**src/polyline_pkg.sv**
```systemverilog
`default_nettype none
package polyline_pkg;

  // ******************************
  // widths
  localparam int addr_bits     = 32; // host address space
  localparam int buf_addr_bits = 10; // 1024 words of 16 bits
  localparam int coord_bits    = 16; // x, y, colour and length

  // upper address half selects the page
  localparam logic [15:0] page_points = 16'h1cdd; // point buffer, x/y msb first
  localparam logic [15:0] page_regs   = 16'h1cde; // colour, length, plot

  // st7789 commands
  localparam logic [7:0] lcd_caset = 8'h2a; // column window
  localparam logic [7:0] lcd_raset = 8'h2b; // row window
  localparam logic [7:0] lcd_ramwr = 8'h2c; // memory write

  // ******************************
  // host opcode, first byte of a frame
  typedef enum logic [7:0] {
    op_write = 8'h00,
    op_read  = 8'h01  // accepted, nothing driven back
  } spi_op_t;

  typedef enum logic [2:0] {
    ds_idle,   // wait for plot
    ds_check,  // more segments left?
    ds_read,   // four buffer words
    ds_pix,    // forward pixels
    ds_drain   // last burst on the lcd
  } draw_state_t;

  typedef enum logic {
    rs_idle,
    rs_run
  } raster_state_t;

  typedef enum logic [2:0] {
    ls_idle,
    ls_caset,
    ls_col,    // x msb, lsb, msb, lsb
    ls_raset,
    ls_row,    // same for y
    ls_ramwr,
    ls_color   // colour msb, lsb
  } lcd_state_t;

endpackage
`default_nettype wire
```
**src/draw_polyline.sv**
```systemverilog
`timescale 1ns/1ns
`default_nettype none
module draw_polyline #(
  parameter int buf_addr_bits = polyline_pkg::buf_addr_bits
) (
  input  wire                                clk, arst_n,
  input  wire                                plot,
  input  wire  [polyline_pkg::coord_bits-1:0] color, len, buf_data,
  input  wire  [polyline_pkg::coord_bits-1:0] px, py,
  input  wire                                pix_valid, last, lcd_busy,
  output logic [buf_addr_bits-1:0]           buf_addr,
  output logic                               busy,
  output logic                               start,
  output logic [polyline_pkg::coord_bits-1:0] x0, y0, x1, y1,
  output logic                               step, pix_go,
  output logic [polyline_pkg::coord_bits-1:0] pix_x, pix_y, pix_color
);
  import polyline_pkg::*;

  draw_state_t              state;
  logic [buf_addr_bits-2:0] seg;      // index of first point of the segment
  logic [coord_bits-3:0]    npts;     // len / 4
  logic [coord_bits-3:0]    seg_nxt;
  logic [2:0]               rcnt;     // read pipeline slot
  logic                     issue;    // hand one pixel over

  assign npts    = len[coord_bits-1:2];
  assign seg_nxt = seg + 1'b1;
  assign issue   = (state == ds_pix) && pix_valid && !lcd_busy && !pix_go && !step;

  // ******************************
  // control
  always_ff @(posedge clk or negedge arst_n) begin
    if (!arst_n) begin
      state    <= ds_idle;
      busy     <= 1'b0;
      start    <= 1'b0;
      step     <= 1'b0;
      pix_go   <= 1'b0;
      seg      <= '0;
      rcnt     <= '0;
      buf_addr <= '0;
    end else begin
      start  <= 1'b0;
      step   <= 1'b0;
      pix_go <= 1'b0;
      case (state)
        ds_idle: begin
          if (plot) begin   // plots during busy never get here
            busy  <= 1'b1;
            seg   <= '0;
            state <= ds_check;
          end
        end
        ds_check: begin
          if (seg_nxt >= npts) begin
            state <= ds_drain; // no end point left, short len lands here too
          end else begin
            buf_addr <= {seg, 1'b0}; // x of point seg
            rcnt     <= '0;
            state    <= ds_read;
          end
        end
        ds_read: begin
          buf_addr <= buf_addr + 1'b1;
          rcnt     <= rcnt + 1'b1;
          if (rcnt == 3'd4) begin
            start <= 1'b1;
            state <= ds_pix;
          end
        end
        ds_pix: begin
          if (issue) begin
            pix_go <= 1'b1;
            step   <= 1'b1;
            if (last) begin
              seg   <= seg + 1'b1; // end point starts the next one
              state <= ds_check;
            end
          end
        end
        ds_drain: begin
          if (!lcd_busy && !pix_go) begin
            busy  <= 1'b0;
            state <= ds_idle;
          end
        end
        default: state <= ds_idle;
      endcase
    end
  end

  // buffer words land one clk after their address
  always_ff @(posedge clk) begin
    if (state == ds_read) begin
      case (rcnt)
        3'd1:    x0 <= buf_data;
        3'd2:    y0 <= buf_data;
        3'd3:    x1 <= buf_data;
        3'd4:    y1 <= buf_data;
        default: ;
      endcase
    end
    if (issue) begin
      pix_x     <= px;
      pix_y     <= py;
      pix_color <= color;
    end
  end

endmodule
`default_nettype wire

```
**config.mk**
```make
export PLATFORM = sky130hd
export DESIGN_NAME = draw_polyline
export DESIGN_NICKNAME = d
export VERILOG_FILES = /design/src/polyline_pkg.sv /design/src/draw_polyline.sv
export SDC_FILE = /design/constraint.sdc
export NUM_CORES = 1
export LEC_CHECK = 0
export ABC_AREA = 1
export BUFFER_PORTS_ARGS = -buffer_cell sky130_fd_sc_hd__buf_2
export CAP_MARGIN = 5
export CORE_MARGIN = 1
export CORE_UTILIZATION = 52
export DETAILED_ROUTE_END_ITERATION = 16
export HOLD_SLACK_MARGIN = 0.1
export PLACE_DENSITY_LB_ADDON = 0.15
export SETUP_SLACK_MARGIN = 0.1
export SYNTH_ARGS = -nofsm -noshare
export SYNTH_HDL_FRONTEND = slang
export SYNTH_SLANG_ARGS = --single-unit
```
**constraint.sdc**
```tcl
create_clock -name clk -period 3.9 [get_ports clk]
set_input_delay 0.78 -clock clk [delete_from_list [all_inputs] [get_ports clk]]
set_output_delay 0.78 -clock clk [all_outputs]
set_load 0.01 [all_outputs]
```
==> results of run 1 <==
[area by class of cell]
type / count / share of cell area [%]
multi-input cells: 206 / 15.4
repair buffers: 214 / 15.0
clock buffers: 19 / 5.82
flip-flops and latches: 140 / 56.1
well taps: 133 / 2.30
clock inverters: 13 / 2.61
inverters: 52 / 2.76
[how the worst max path moves through the flow]
| stage | startpoint | end | slack, ns | cells after the start |
|---|---|---|---|---|
| finish | seg[0] | buf_addr[3] | 1.01 | 19 |
| global route | seg[0] | state[1] | 0.66 | 19 |
| CTS | seg[0] | state[1] | 0.99 | 19 |
| detailed placement | seg[0] | buf_addr[3] | 1.04 | 19 |
| global placement | seg[0] | buf_addr[1] | 1.12 | 19 |
| floorplan | lcd_busy | pix_color[0] | 1.41 | 3 |
[critical path, stage by stage (launching register included)]
cell                      delay [ns]
sky130_fd_sc_hd__dfrtp_1        0.48
sky130_fd_sc_hd__ha_1           0.24
sky130_fd_sc_hd__nand2_1        0.07
sky130_fd_sc_hd__nor2_1         0.20
sky130_fd_sc_hd__nand3_1        0.13
sky130_fd_sc_hd__xor2_1         0.22
sky130_fd_sc_hd__inv_1          0.07
sky130_fd_sc_hd__ha_1           0.27
sky130_fd_sc_hd__nand2_1        0.04
sky130_fd_sc_hd__inv_1          0.04
sky130_fd_sc_hd__nand2_1        0.05
sky130_fd_sc_hd__nor2_1         0.13
sky130_fd_sc_hd__nand2_1        0.07
sky130_fd_sc_hd__nand2_1        0.06
sky130_fd_sc_hd__inv_1          0.04
sky130_fd_sc_hd__nand3_1        0.08
sky130_fd_sc_hd__buf_4          0.21
sky130_fd_sc_hd__nand2_2        0.17
sky130_fd_sc_hd__nand2_1        0.13
sky130_fd_sc_hd__nand2_1        0.07
[synthesized netlist by cell type, types with 2 or more instances]
| cell type | instances |
|---|---|
| sky130_fd_sc_hd__o22ai_1 | 4 |
| sky130_fd_sc_hd__nor2_1 | 18 |
| sky130_fd_sc_hd__inv_2 | 2 |
| sky130_fd_sc_hd__buf_4 | 2 |
| sky130_fd_sc_hd__nand4_1 | 3 |
| sky130_fd_sc_hd__xor2_1 | 6 |
| sky130_fd_sc_hd__o21ai_1 | 2 |
| sky130_fd_sc_hd__nand3_4 | 2 |
| sky130_fd_sc_hd__edfxtp_1 | 112 |
| sky130_fd_sc_hd__o21ai_0 | 10 |
| sky130_fd_sc_hd__nand2_1 | 95 |
| sky130_fd_sc_hd__o21ai_2 | 2 |
| sky130_fd_sc_hd__nand2_2 | 2 |
| sky130_fd_sc_hd__nand3_1 | 31 |
| sky130_fd_sc_hd__nor3_1 | 2 |
| sky130_fd_sc_hd__inv_1 | 49 |
| sky130_fd_sc_hd__dfrtp_1 | 28 |
| sky130_fd_sc_hd__a21oi_1 | 5 |
| sky130_fd_sc_hd__buf_2 | 2 |
| sky130_fd_sc_hd__ha_1 | 17 |
[cell families after synthesis]
group	count (synthesis)
xor+xnor	7
fa+ha+maj	17
flops	140
buf+inv	57
compound gates	26
simple gates	156
[routing by layer]
layer	vias up	track usage, %	wire [um]	share of wire (%)
li1	1834	-	-	-
met4	0	9.39	278	2.2
met2	155	43.4	6700	53
met5	-	0	0	0
met3	21	7.14	870	6.9
met1	1818	27.4	4670	37
[power breakdown]
| part | total [mW] | internal (mW) | switching (mW) |
|---|---|---|---|
| registers | 1.83 | 1.75 | 0.0821 |
| clock network | 1.65 | 1.04 | 0.603 |
| logic | 0.679 | 0.224 | 0.454 |
[through the flow]
step	worst slack (ns)	std cells	instance area [sq um]	hold slack, ns	util [%]
floorplan	1.41	403	5410	0.484	-
global placement	1.12	745	6630	0.480	66.9
detailed placement	1.04	745	6630	0.477	66.9
CTS	0.993	777	7240	0.295	73.1
global route	0.662	777	7240	0.325	73.1
finish	1.01	777	7240	0.297	73.1
[registers in the layout, indices dropped and copies added, names as in the netlist, 9 cells and up]
| signal | flops |
|---|---|
| y1 | 16 |
| pix_y | 16 |
| pix_x | 16 |
| y0 | 16 |
| pix_color | 16 |
| seg | 9 |
| buf_addr | 10 |
| x1 | 16 |
| x0 | 16 |
==> impl_results.html, run 1 <==
<table>
<tr><th>Metric</th><th>Value</th></tr>
<tr><th colspan="2">Worst setup path</th></tr>
<tr><td>Type of origin of the critical path</td><td>register</td></tr>
<tr><td>R2R setup slack</td><td>1.01 ns</td></tr>
<tr><td>End of the worst register-to-register path</td><td>buf_addr[3]</td></tr>
<tr><td>Worst Reg2Reg Path Length in Cells</td><td>19</td></tr>
<tr><td>Critical Path Sink Type</td><td>register</td></tr>
<tr><td>Data required time at the worst endpoint</td><td>4.30 ns</td></tr>
<tr><td>Category of the most critical setup path</td><td>reg2reg</td></tr>
<tr><td>Startpoint of the worst-slack reg-to-reg timing path</td><td>seg[0]</td></tr>
<tr><td>Worst endpoint data arrival time</td><td>3.28 ns</td></tr>
<tr><td>Highest fanout seen on the critical path</td><td>14</td></tr>
<tr><th colspan="2">Final layout</th></tr>
<tr><td>Number of nets in the finished design</td><td>734</td></tr>
<tr><td>Count of antenna diodes in the layout</td><td>0</td></tr>
<tr><td>Most frequent cells in the layout</td><td>209 x sky130_fd_sc_hd__buf_2, 112 x sky130_fd_sc_hd__edfxtp_1, 95 x sky130_fd_sc_hd__nand2_1</td></tr>
<tr><td>Area Growth Syn to Fin</td><td>33.9%</td></tr>
<tr><td>Register cell area after layout</td><td>0.00406 sq mm</td></tr>
<tr><td>Ratio of cells with drive above 1 in the final layout</td><td>40.2%</td></tr>
<tr><td>Multi-input logic area</td><td>0.00112 sq mm</td></tr>
<tr><td>Fillcell total</td><td>692</td></tr>
<tr><td>Most common cell after layout, fill and taps aside</td><td>sky130_fd_sc_hd__buf_2</td></tr>
<tr><th colspan="2">Yosys</th></tr>
<tr><td>Post-synthesis net count</td><td>506</td></tr>
<tr><td>Post-synthesis async set-or-reset flop share</td><td>20.0%</td></tr>
<tr><td>Largest family of logic cells by synthesized area</td><td>simple AND/OR/NAND/NOR gates</td></tr>
<tr><td>Adder-Cell Fraction of Synth Area</td><td>3.93%</td></tr>
<tr><td>Yosys warnings</td><td>0</td></tr>
<tr><td>Prevailing post-synth register cell</td><td>sky130_fd_sc_hd__edfxtp_1</td></tr>
<tr><td>Netlist cell types</td><td>29</td></tr>
<tr><td>Proportion of synthesized area in mux cells</td><td>0%</td></tr>
<tr><td>Yosys reg bits</td><td>140</td></tr>
<tr><td>Area of the mapped netlist</td><td>0.00541 sq mm</td></tr>
<tr><td>EDFF count, synth</td><td>112</td></tr>
<tr><td>Post-synthesis compound-gate area fraction</td><td>2.96%</td></tr>
<tr><td>Simple-gate share of the synthesized area</td><td>12.6%</td></tr>
<tr><td>Number of instances in the synthesized netlist</td><td>403</td></tr>
<tr><td>Synth area leader</td><td>sky130_fd_sc_hd__edfxtp_1</td></tr>
<tr><td>Largest cells by area after synthesis</td><td>sky130_fd_sc_hd__edfxtp_1 62%, sky130_fd_sc_hd__dfrtp_1 13%, sky130_fd_sc_hd__nand2_1 6.6%, sky130_fd_sc_hd__ha_1 3.9%, sky130_fd_sc_hd__inv_1 3.4%</td></tr>
<tr><td>Share of Yosys cell area claimed by the top area cell type</td><td>62.2%</td></tr>
<tr><td>Sequential area share after synthesis</td><td>75.1%</td></tr>
<tr><td>Share of the synthesized netlist area taken by xor and xnor gates</td><td>1.13%</td></tr>
<tr><td>Synthesized area per cell</td><td>13.4 sq um</td></tr>
<tr><th colspan="2">Hold path</th></tr>
<tr><td>Kind of path behind the tightest hold check</td><td>in2async</td></tr>
<tr><th colspan="2">Clocking</th></tr>
<tr><td>CTS H-tree depth</td><td>4</td></tr>
<tr><td>Gates resized, CTS repair</td><td>0</td></tr>
<tr><td>Num CTS Buffers</td><td>17</td></tr>
<tr><td>Clock latency of the later-clocked register in the worst-skew pair</td><td>0.51 ns</td></tr>
<tr><td>Number of buffers added to fix hold violations after cts</td><td>0</td></tr>
<tr><td>Clk pin slew, worst setup/hold paths</td><td>0.06 ns</td></tr>
<tr><td>Clock tree from TritonCTS</td><td>yes</td></tr>
<tr><td>Clock buffer depth</td><td>2</td></tr>
<tr><td>Cell at the root of the clock tree</td><td>sky130_fd_sc_hd__clkbuf_8</td></tr>
<tr><td>Setup fix buffers added after clock tree synthesis</td><td>0</td></tr>
<tr><td>CTS sink count</td><td>140</td></tr>
<tr><th colspan="2">Global routing</th></tr>
<tr><td>Total track usage</td><td>24.3%</td></tr>
<tr><td>First-pass GRT wire length</td><td>19.8 mm</td></tr>
<tr><td>Overflow after GRT</td><td>0</td></tr>
<tr><td>Initial antenna violation count</td><td>0</td></tr>
<tr><td>Via count of the first global-routing pass</td><td>3,788</td></tr>
<tr><td>Pin count of the biggest net entering global routing</td><td>49</td></tr>
<tr><th colspan="2">Drt</th></tr>
<tr><td>Average routed wire per standard cell</td><td>16.1 um</td></tr>
<tr><td>Via count</td><td>3,828</td></tr>
<tr><td>Starting DRT DRC Count</td><td>181</td></tr>
<tr><td>Overall routed net length</td><td>12.5 mm</td></tr>
<tr><td>Count of TritonRoute iterations in the first routing pass</td><td>5</td></tr>
<tr><td>Remaining design rule violation count</td><td>0</td></tr>
<tr><td>Antenna violation net count after detailed routing</td><td>0</td></tr>
<tr><td>Detail-routed via count per cell</td><td>4.93</td></tr>
<tr><th colspan="2">Die</th></tr>
<tr><td>X dimension of the die</td><td>104 um</td></tr>
<tr><td>Core area</td><td>0.00991 sq mm</td></tr>
<tr><td>FP Rows</td><td>36</td></tr>
<tr><td>Initial Utilization</td><td>54.6%</td></tr>
<tr><td>Area of the die</td><td>0.0108 sq mm</td></tr>
<tr><td>Y dimension of the die</td><td>104 um</td></tr>
<tr><td>IO Pins</td><td>212</td></tr>
<tr><th colspan="2">Power</th></tr>
<tr><td>Leakage</td><td>3.34 nW</td></tr>
<tr><td>Overall Power</td><td>4.16 mW</td></tr>
<tr><td>Maximum ir drop on the vdd rail</td><td>0.000305 V</td></tr>
<tr><td>Total power per unit cell area</td><td>575 mW/mm^2</td></tr>
<tr><th colspan="2">Timing</th></tr>
<tr><td>Count of endpoints failing setup in the final report</td><td>0</td></tr>
<tr><td>Post-Route Setup TNS</td><td>0 ns</td></tr>
<tr><td>Post-route minimum period</td><td>2.89 ns</td></tr>
<tr><td>Highest attainable clock frequency</td><td>346 MHz</td></tr>
<tr><td>Unrepaired setup endpoints after global routing</td><td>no</td></tr>
<tr><td>Count of pins over their slew limit</td><td>0</td></tr>
<tr><td>Period utilization</td><td>74.0%</td></tr>
<tr><td>Worst slew margin relative to its limit</td><td>33.5%</td></tr>
<tr><td>Hold Violations, Final</td><td>0</td></tr>
<tr><td>Slew at the pin closest to its max-slew limit</td><td>0.996 ns</td></tr>
<tr><td>Clock skew after layout</td><td>0.00632 ns</td></tr>
<tr><th colspan="2">Placement</th></tr>
<tr><td>DP Wirelength</td><td>9.04 mm</td></tr>
<tr><td>GP Congestion</td><td>0.893</td></tr>
<tr><td>Number of I/O port buffers</td><td>209</td></tr>
<tr><th colspan="2">Job</th></tr>
<tr><td>Max-capacitance violation count</td><td>0</td></tr>
<tr><th colspan="2">Run status</th></tr>
<tr><td>Result of the run</td><td>finished clean</td></tr>
</table>
Note: power is estimated with default switching activity, not from simulation.
==> run 2: changes to the inputs <==
--- a/config.mk
+++ b/config.mk
@@ -9,7 +9,7 @@
 export BUFFER_PORTS_ARGS = -buffer_cell sky130_fd_sc_hd__buf_2
 export CAP_MARGIN = 5
 export CORE_MARGIN = 1
-export CORE_UTILIZATION = 52
+export CORE_UTILIZATION = 44
 export DETAILED_ROUTE_END_ITERATION = 16
 export HOLD_SLACK_MARGIN = 0.1
 export PLACE_DENSITY_LB_ADDON = 0.15
==> constraint.sdc (replaced) <==
create_clock -name clk -period 2.4 [get_ports clk]
set_input_delay 0.48 -clock clk [delete_from_list [all_inputs] [get_ports clk]]
set_output_delay 0.48 -clock clk [all_outputs]
set_load 0.01 [all_outputs]
==> impl_results.html, run 2 (synthesis gave the netlist of run 1 again) <==
<table>
<tr><th>Metric</th><th>Value</th></tr>
<tr><th colspan="2">Final layout</th></tr>
<tr><td>Fin cells</td><td>811 (+4.4%)</td></tr>
<tr><td>Ratio of cells with drive above 1 in the final layout</td><td>46.2% (+5.9 points)</td></tr>
<tr><td>Fillcell total</td><td>967 (+40%)</td></tr>
<tr><td>Most frequent cells in the layout</td><td>209 x sky130_fd_sc_hd__buf_2, 112 x sky130_fd_sc_hd__edfxtp_1, 93 x sky130_fd_sc_hd__nand2_1</td></tr>
<tr><td>Most common cell after layout, fill and taps aside</td><td>sky130_fd_sc_hd__buf_2</td></tr>
<tr><td>Area Growth Syn to Fin</td><td>39.5%</td></tr>
<tr><td>Final Util</td><td>62.8% (-10 points)</td></tr>
<tr><td>Number of nets in the finished design</td><td>755 (+2.9%)</td></tr>
<tr><th colspan="2">Worst setup path</th></tr>
<tr><td>Critical Path Slowest Stage Cell</td><td>sky130_fd_sc_hd__dfrtp_1</td></tr>
<tr><td>R2R setup slack</td><td>-0.003 ns (-1.02 ns)</td></tr>
<tr><td>Cell repeated most along the worst path</td><td>sky130_fd_sc_hd__nand2_1</td></tr>
<tr><td>Worst Reg2Reg Path Length in Cells</td><td>16 (-3)</td></tr>
<tr><td>CP peak stage delay</td><td>0.43 ns (-0.05 ns)</td></tr>
<tr><td>Data required time at the worst endpoint</td><td>2.69 ns (-1.61 ns)</td></tr>
<tr><td>End of the worst register-to-register path</td><td>rcnt[0]</td></tr>
<tr><td>Highest fanout seen on the critical path</td><td>6 (-8)</td></tr>
<tr><td>Critical path, cell by cell</td><td>ha_4 &gt; nand2_4 &gt; nor2_4 &gt; buf_6 &gt; xor2_2 &gt; inv_1 &gt; ha_1 &gt; nand2_1 &gt; inv_1 &gt; nand2_1 &gt; nand3_1 &gt; nand2_1 &gt; nand3_4 &gt; clkbuf_16 &gt; nand3_2 &gt; nand2_1</td></tr>
<tr><td>Type of origin of the critical path</td><td>register</td></tr>
<tr><td>Startpoint of the worst-slack reg-to-reg timing path</td><td>seg[1]</td></tr>
<tr><td>Category of the most critical setup path</td><td>reg2reg</td></tr>
<tr><td>Worst endpoint data arrival time</td><td>2.70 ns (-0.58 ns)</td></tr>
<tr><td>Critical Path Sink Type</td><td>register</td></tr>
<tr><th colspan="2">Power</th></tr>
<tr><td>Total power per unit cell area</td><td>868 mW/mm^2 (+51%)</td></tr>
<tr><td>Overall Power</td><td>6.55 mW (+57%)</td></tr>
<tr><td>Combinational cell fraction of total power</td><td>20.5% (+4.2 points)</td></tr>
<tr><td>Register share of total power</td><td>45.4% (+1.3 points)</td></tr>
<tr><td>Switching share of power</td><td>28.8% (+1.4 points)</td></tr>
<tr><td>Internal Pwr Total</td><td>4.67 mW (+54%)</td></tr>
<tr><td>Leakage</td><td>3.43 nW (+2.6%)</td></tr>
<tr><td>Maximum ir drop on the vdd rail</td><td>0.000354 V (+16%)</td></tr>
<tr><td>Share of total power in the clock network</td><td>34.1% (-5.5 points)</td></tr>
<tr><td>Sw power</td><td>1.89 mW (+66%)</td></tr>
<tr><th colspan="2">Drt</th></tr>
<tr><td>Detail-routed via count per cell</td><td>4.75 (-3.5%)</td></tr>
<tr><td>Starting DRT DRC Count</td><td>279 (+54%)</td></tr>
<tr><td>Overall routed net length</td><td>12.6 mm (+0.30%)</td></tr>
<tr><td>Average routed wire per standard cell</td><td>15.5 um (-3.9%)</td></tr>
<tr><td>Remaining design rule violation count</td><td>0 (unchanged)</td></tr>
<tr><td>Via count</td><td>3,854 (+0.68%)</td></tr>
<tr><td>Antenna violation net count after detailed routing</td><td>0 (unchanged)</td></tr>
<tr><td>Count of TritonRoute iterations in the first routing pass</td><td>4 (-1)</td></tr>
<tr><th colspan="2">Die</th></tr>
<tr><td>Y dimension of the die</td><td>113 um (+8.5%)</td></tr>
<tr><td>Initial Utilization</td><td>45.0% (-9.6 points)</td></tr>
<tr><td>X dimension of the die</td><td>113 um (+8.5%)</td></tr>
<tr><td>Area of the die</td><td>0.0127 sq mm (+18%)</td></tr>
<tr><td>IO Pins</td><td>212 (unchanged)</td></tr>
<tr><td>Core area</td><td>0.0120 sq mm (+21%)</td></tr>
<tr><td>FP Rows</td><td>40 (+11%)</td></tr>
<tr><th colspan="2">Run status</th></tr>
<tr><td>Violations in the final reports</td><td>negative setup slack</td></tr>
<tr><td>Result of the run</td><td>finished with violations</td></tr>
<tr><th colspan="2">Placement</th></tr>
<tr><td>Placed cells</td><td>772 (+3.6%)</td></tr>
<tr><td>GP Congestion</td><td>0.779 (-13%)</td></tr>
<tr><td>Worst setup slack before clock tree synthesis</td><td>-0.180 ns (-1.22 ns)</td></tr>
<tr><td>Number of I/O port buffers</td><td>209 (unchanged)</td></tr>
<tr><td>DP Wirelength</td><td>8.88 mm (-1.8%)</td></tr>
<tr><th colspan="2">Clocking</th></tr>
<tr><td>Clock latency of the later-clocked register in the worst-skew pair</td><td>0.41 ns (-0.10 ns)</td></tr>
<tr><td>Clock buffer depth</td><td>2 (unchanged)</td></tr>
<tr><td>Num CTS Buffers</td><td>17 (unchanged)</td></tr>
<tr><td>Clock tree from TritonCTS</td><td>yes</td></tr>
<tr><td>Number of buffers added to fix hold violations after cts</td><td>0 (unchanged)</td></tr>
<tr><td>Clk pin slew, worst setup/hold paths</td><td>0.06 ns (about the same)</td></tr>
<tr><td>Cell at the root of the clock tree</td><td>sky130_fd_sc_hd__clkbuf_16</td></tr>
<tr><td>CTS H-tree depth</td><td>4 (unchanged)</td></tr>
<tr><td>CTS sink count</td><td>140 (unchanged)</td></tr>
<tr><th colspan="2">Hold path</th></tr>
<tr><td>Kind of path behind the tightest hold check</td><td>in2async</td></tr>
<tr><th colspan="2">Timing</th></tr>
<tr><td>Period utilization</td><td>100% (+26 points)</td></tr>
<tr><td>Final setup margin</td><td>-0.00260 ns (-1.02 ns)</td></tr>
<tr><td>Slew at the pin closest to its max-slew limit</td><td>0.689 ns (-0.306 ns)</td></tr>
<tr><td>Unrepaired setup endpoints after global routing</td><td>yes</td></tr>
<tr><td>Hold Violations, Final</td><td>0 (unchanged)</td></tr>
<tr><td>Highest attainable clock frequency</td><td>416 MHz (+20%)</td></tr>
<tr><td>Post-Route Setup TNS</td><td>-0.00260 ns (-0.00260 ns)</td></tr>
<tr><td>Post-route minimum period</td><td>2.40 ns (-0.484 ns)</td></tr>
<tr><td>Worst slew margin relative to its limit</td><td>54.0% (+21 points)</td></tr>
<tr><td>Clock skew after layout</td><td>0.00979 ns (+0.00347 ns)</td></tr>
<tr><td>Count of pins over their slew limit</td><td>0 (unchanged)</td></tr>
<tr><td>Count of endpoints failing setup in the final report</td><td>1 (+1)</td></tr>
<tr><th colspan="2">Job</th></tr>
<tr><td>Max-capacitance violation count</td><td>0 (unchanged)</td></tr>
<tr><th colspan="2">Global routing</th></tr>
<tr><td>Initial antenna violation count</td><td>1 (+1)</td></tr>
<tr><td>Via count of the first global-routing pass</td><td>3,683 (-2.8%)</td></tr>
<tr><td>Pin count of the biggest net entering global routing</td><td>49 (unchanged)</td></tr>
<tr><td>Total track usage</td><td>19.6% (-4.7 points)</td></tr>
<tr><td>Overflow after GRT</td><td>0 (unchanged)</td></tr>
<tr><td>First-pass GRT wire length</td><td>18.6 mm (-5.9%)</td></tr>
</table>
-- run 2: cell count changes in the layout (fill, tap and decap cells not counted), sizes merged --
| cell | delta |
|---|---|
| buf | +20 |
| clkinv | +5 |
| bufinv | -4 |
| inv | -3 |
| clkinvlp | +2 |
| clkbuf | -1 |
| diode | +1 |
-- run 2: metal layers --
| metal | GRT usage (%) | part of all wire (%) |
|---|---|---|
| met5 | 0 | 0 |
| met4 | 6.58 | 1.2 |
| met3 | 6.48 | 6.9 |
| met2 | 33.8 | 52 |
| met1 | 23.0 | 40 |
-- run 2: critical path: cells and delay by family, from the launching register on --
family | cells | cell delay [ns]
xor gates and xnor gates | 1 | 0.16
adders and majority gates | 2 | 0.45
DFF | 1 | 0.43
and+or+nand+nor | 9 | 0.80
buffers and inverters | 4 | 0.43
-- run 2: worst max path at each step --
stage,to,cells past startpoint,start
2_1_floorplan,buf_addr[1],18,seg[0]
3_3_place_gp,buf_addr[1],18,seg[0]
3_5_place_dp,buf_addr[8],18,seg[1]
4_1_cts,rcnt[1],18,seg[1]
5_1_grt,buf_addr[4],20,seg[1]
6_report,rcnt[0],16,seg[1]
-- run 2: final cells by class --
| class | instances | area [sq um] | share of cell area, % |
|---|---|---|---|
| Timing Repair Buffer | 235 | 1290 | 17.1 |
| Inverter | 52 | 200 | 2.65 |
| Tap cell | 147 | 184 | 2.44 |
| Antenna cell | 1 | 2.50 | 0.0332 |
| Multi-Input combinational cell | 206 | 1300 | 17.2 |
| Sequential cell | 140 | 4060 | 53.9 |
| Clock buffer | 17 | 425 | 5.64 |
| Clock inverter | 13 | 78.8 | 1.04 |
-- run 2: what timing repair did --
item | 4_1_cts | 5_1_grt
resized for setup | 20 | 20
cloned | 0 | 1
buffers inserted | 2 | 5
pin swaps | 2 | 3
endpoints found under the setup margin | 14 | 15
-- run 2: metrics by stage --
stage	hold slack [ns]	area, sq um
after floorplan	0.184	5410
after global placement	0.484	6760
final	0.105	7540
after detailed placement	0.507	6760
after CTS	0.115	7370
after global routing	0.148	7540
-- run 2: power by group through the flow --
| stage | Sequential, mW | Combinational (mW) | Clock [mW] |
|---|---|---|---|
| final | 2.98 | 1.34 | 2.23 |
| after floorplan | 3.07 | 0.637 | 0 |
| after detailed placement | 3.01 | 1.16 | 0 |
| after global placement | 3.01 | 1.13 | 0 |
| after global routing | 3.00 | 1.49 | 2.39 |
| after CTS | 2.97 | 1.25 | 2.29 |
==> run 3: changes to the inputs <==
--- a/config.mk
+++ b/config.mk
@@ -12,7 +12,7 @@
 export CORE_UTILIZATION = 44
 export DETAILED_ROUTE_END_ITERATION = 16
 export HOLD_SLACK_MARGIN = 0.1
-export PLACE_DENSITY_LB_ADDON = 0.15
+export PLACE_DENSITY_LB_ADDON = 0.08
 export SETUP_SLACK_MARGIN = 0.1
 export SYNTH_ARGS = -nofsm -noshare
 export SYNTH_HDL_FRONTEND = slang
==> impl_results.html, run 3 (synthesis gave the netlist of run 1 again) <==
<table>
<tr><th>Metric</th><th>Value</th></tr>
<tr><th colspan="2">Clocking</th></tr>
<tr><td>CTS sink count</td><td>140 (unchanged)</td></tr>
<tr><td>Clock buffer depth</td><td>2 (unchanged)</td></tr>
<tr><td>Number of buffers added to fix hold violations after cts</td><td>0 (unchanged)</td></tr>
<tr><td>CTS H-tree depth</td><td>4 (unchanged)</td></tr>
<tr><td>Cell at the root of the clock tree</td><td>sky130_fd_sc_hd__clkbuf_16</td></tr>
<tr><td>Clock tree from TritonCTS</td><td>yes</td></tr>
<tr><td>Clk pin slew, worst setup/hold paths</td><td>0.06 ns (about the same)</td></tr>
<tr><td>Clock latency of the later-clocked register in the worst-skew pair</td><td>0.41 ns (about the same)</td></tr>
<tr><td>Num CTS Buffers</td><td>17 (unchanged)</td></tr>
<tr><th colspan="2">Worst setup path</th></tr>
<tr><td>Worst Reg2Reg Path Length in Cells</td><td>16 (unchanged)</td></tr>
<tr><td>Cell repeated most along the worst path</td><td>sky130_fd_sc_hd__nand2_1</td></tr>
<tr><td>Data required time at the worst endpoint</td><td>2.70 ns (about the same)</td></tr>
<tr><td>Critical Path Sink Type</td><td>register</td></tr>
<tr><td>Type of origin of the critical path</td><td>register</td></tr>
<tr><td>Critical Path Slowest Stage Cell</td><td>sky130_fd_sc_hd__dfrtp_1</td></tr>
<tr><td>Category of the most critical setup path</td><td>reg2reg</td></tr>
<tr><td>Critical Path Source</td><td>seg[1]</td></tr>
<tr><td>Critical path, cell by cell</td><td>nand2_1 &gt; nor2_4 &gt; nand3_2 &gt; buf_4 &gt; xor2_2 &gt; inv_1 &gt; ha_1 &gt; nand2_1 &gt; inv_1 &gt; nand2_1 &gt; nand3_1 &gt; nand2_1 &gt; nand3_4 &gt; buf_8 &gt; nand3_2 &gt; nand2_1</td></tr>
<tr><td>Worst endpoint data arrival time</td><td>2.63 ns (-0.07 ns)</td></tr>
<tr><td>CP peak stage delay</td><td>0.37 ns (-0.06 ns)</td></tr>
<tr><td>Highest fanout seen on the critical path</td><td>7 (+1)</td></tr>
<tr><td>Startpoint of the worst-slack reg-to-reg timing path</td><td>seg[1]</td></tr>
<tr><td>Logic depth of the worst setup path including buffers</td><td>16 (unchanged)</td></tr>
<tr><td>Buf/Inv on CP</td><td>4 (unchanged)</td></tr>
<tr><td>Kind of cell with the highest combined delay on the critical path</td><td>simple AND/OR/NAND/NOR gates</td></tr>
<tr><th colspan="2">Global routing</th></tr>
<tr><td>Met2 track utilization from global routing</td><td>33.1% (-0.70 points)</td></tr>
<tr><td>First-pass GRT wire length</td><td>18.3 mm (-1.4%)</td></tr>
<tr><td>Overflow after GRT</td><td>0 (unchanged)</td></tr>
<tr><td>Met3 track demand over resource</td><td>4.98% (-1.5 points)</td></tr>
<tr><td>Pin count of the biggest net entering global routing</td><td>29 (-41%)</td></tr>
<tr><td>Met1 capacity usage during global routing</td><td>22.8% (-0.19 points)</td></tr>
<tr><td>Via count of the first global-routing pass</td><td>3,694 (+0.30%)</td></tr>
<tr><td>Total track usage</td><td>19.2% (-0.31 points)</td></tr>
<tr><td>Initial antenna violation count</td><td>0 (-1)</td></tr>
<tr><td>Most Crowded Layer GR</td><td>met2</td></tr>
<tr><th colspan="2">Die</th></tr>
<tr><td>Core area</td><td>0.0120 sq mm (unchanged)</td></tr>
<tr><td>Y dimension of the die</td><td>113 um (unchanged)</td></tr>
<tr><td>FP Rows</td><td>40 (unchanged)</td></tr>
<tr><td>Initial Utilization</td><td>45.0% (unchanged)</td></tr>
<tr><td>X dimension of the die</td><td>113 um (unchanged)</td></tr>
<tr><td>IO Pins</td><td>212 (unchanged)</td></tr>
<tr><td>Area of the die</td><td>0.0127 sq mm (unchanged)</td></tr>
<tr><th colspan="2">Drt</th></tr>
<tr><td>Overall routed net length</td><td>11.9 mm (-5.1%)</td></tr>
<tr><td>Via count</td><td>3,794 (-1.6%)</td></tr>
<tr><td>Starting DRT DRC Count</td><td>161 (-42%)</td></tr>
<tr><td>Average routed wire per standard cell</td><td>14.8 um (-4.6%)</td></tr>
<tr><td>Remaining design rule violation count</td><td>0 (unchanged)</td></tr>
<tr><td>Count of TritonRoute iterations in the first routing pass</td><td>4 (unchanged)</td></tr>
<tr><td>Detail-routed via count per cell</td><td>4.70 (-1.1%)</td></tr>
<tr><td>Antenna violation net count after detailed routing</td><td>0 (unchanged)</td></tr>
<tr><th colspan="2">Placement</th></tr>
<tr><td>Area of placed instances</td><td>0.00676 sq mm (about the same)</td></tr>
<tr><td>DP Wirelength</td><td>8.57 mm (-3.6%)</td></tr>
<tr><td>GP Congestion</td><td>0.794 (+1.9%)</td></tr>
<tr><td>Number of I/O port buffers</td><td>209 (unchanged)</td></tr>
<tr><th colspan="2">Timing</th></tr>
<tr><td>Worst slew margin relative to its limit</td><td>55.8% (+1.8 points)</td></tr>
<tr><td>Worst slack on hold paths</td><td>0.0950 ns (-0.0100 ns)</td></tr>
<tr><td>Count of pins over their slew limit</td><td>0 (unchanged)</td></tr>
<tr><td>Count of endpoints failing setup in the final report</td><td>0 (-1)</td></tr>
<tr><td>Slew at the pin closest to its max-slew limit</td><td>0.663 ns (-0.0265 ns)</td></tr>
<tr><td>Post-route minimum period</td><td>2.33 ns (-0.0764 ns)</td></tr>
<tr><td>Period utilization</td><td>96.9% (-3.2 points)</td></tr>
<tr><td>Clock skew after layout</td><td>0.00599 ns (-0.00380 ns)</td></tr>
<tr><td>Highest attainable clock frequency</td><td>430 MHz (+3.3%)</td></tr>
<tr><td>Hold Violations, Final</td><td>0 (unchanged)</td></tr>
<tr><td>Unrepaired setup endpoints after global routing</td><td>yes</td></tr>
<tr><th colspan="2">Power</th></tr>
<tr><td>Maximum ir drop on the vdd rail</td><td>0.000459 V (+30%)</td></tr>
<tr><td>Leakage</td><td>3.44 nW (+0.42%)</td></tr>
<tr><td>Overall Power</td><td>6.90 mW (+5.3%)</td></tr>
<tr><td>Combinational cell fraction of total power</td><td>18.6% (-1.9 points)</td></tr>
<tr><td>Internal Pwr Total</td><td>5.04 mW (+8.0%)</td></tr>
<tr><td>Switching share of power</td><td>26.9% (-1.9 points)</td></tr>
<tr><td>Total power per unit cell area</td><td>911 mW/mm^2 (+4.9%)</td></tr>
<tr><td>Share of total power in the clock network</td><td>38.3% (+4.2 points)</td></tr>
<tr><td>Sw power</td><td>1.85 mW (-1.6%)</td></tr>
<tr><td>Register share of total power</td><td>43.1% (-2.3 points)</td></tr>
<tr><th colspan="2">Final layout</th></tr>
<tr><td>Number of nets in the finished design</td><td>751 (-0.53%)</td></tr>
<tr><td>Most frequent cells in the layout</td><td>209 x sky130_fd_sc_hd__buf_2, 112 x sky130_fd_sc_hd__edfxtp_1, 93 x sky130_fd_sc_hd__nand2_1</td></tr>
<tr><td>Most common cell after layout, fill and taps aside</td><td>sky130_fd_sc_hd__buf_2</td></tr>
<tr><td>Fillcell total</td><td>947 (-2.1%)</td></tr>
<tr><td>Summed area of non-filler cells in the final layout</td><td>0.00757 sq mm (+0.33%)</td></tr>
<tr><td>Ratio of cells with drive above 1 in the final layout</td><td>45.5% (-0.70 points)</td></tr>
<tr><td>Area Growth Syn to Fin</td><td>39.9%</td></tr>
<tr><td>Count of antenna diodes in the layout</td><td>0 (-1)</td></tr>
<tr><th colspan="2">Run status</th></tr>
<tr><td>Result of the run</td><td>finished clean</td></tr>
<tr><th colspan="2">Job</th></tr>
<tr><td>Max-capacitance violation count</td><td>0 (unchanged)</td></tr>
<tr><th colspan="2">Hold path</th></tr>
<tr><td>Kind of path behind the tightest hold check</td><td>in2async</td></tr>
</table>
-- run 3: layout make-up --
class	instances	area (sq um)	share of cell area, %
Sequential cell	140	4060	53.7
Clock inverter	13	175	2.31
Tap cell	147	184	2.43
Clock buffer	18	429	5.67
Timing Repair Buffer	231	1250	16.5
Multi-Input combinational cell	206	1270	16.8
Inverter	52	200	2.64
-- run 3: power by group through the flow --
stage	clock network (mW)	registers, mW	logic [mW]
after CTS	2.69	2.97	1.29
final	2.64	2.97	1.28
after global placement	0	3.01	1.14
after global routing	2.79	3.00	1.43
after floorplan	0	3.07	0.637
after detailed placement	0	3.01	1.15
-- run 3: path summary, 6_finish.rpt --
| path | to | slack [ns] |
|---|---|---|
| worst max-delay path | rcnt[2] | 0.07 |
| worst min-delay path | seg[8] | 0.1 |
| worst max register to register | rcnt[2] | 0.07 |
| worst min register to register | busy | 0.49 |
| max in group asynchronous | busy | 1.87 |
| min in group clk | pix_y[11] | 0.24 |
-- run 3: metrics by stage --
step / util (%) / worst slack [ns] / std cells / TNS, ns
CTS: 62.7 / 0.0693 / 806 / 0
finish: 63.0 / 0.0738 / 807 / 0
global route: 63.0 / -0.127 / 807 / -1.57
global placement: 56.3 / -0.0916 / 770 / -1.12
floorplan: - / 0.128 / 403 / 0
detailed placement: 56.3 / -0.101 / 770 / -1.25
-- run 3: what timing repair did --
action	in CTS	in global routing
pin swaps	17	6
buffers inserted	4	1
gates cloned	1	0
endpoints found under the setup margin	14	15
resized for setup	30	6
-- run 3: per-layer routing --
layer / part of all wire [%] / wire, um / up-vias
met5: 0 / 0 / -
met4: 2.0 / 241 / 0
met3: 6.4 / 765 / 18
met2: 51 / 6120 / 130
met1: 40 / 4790 / 1784
li1: - / - / 1862
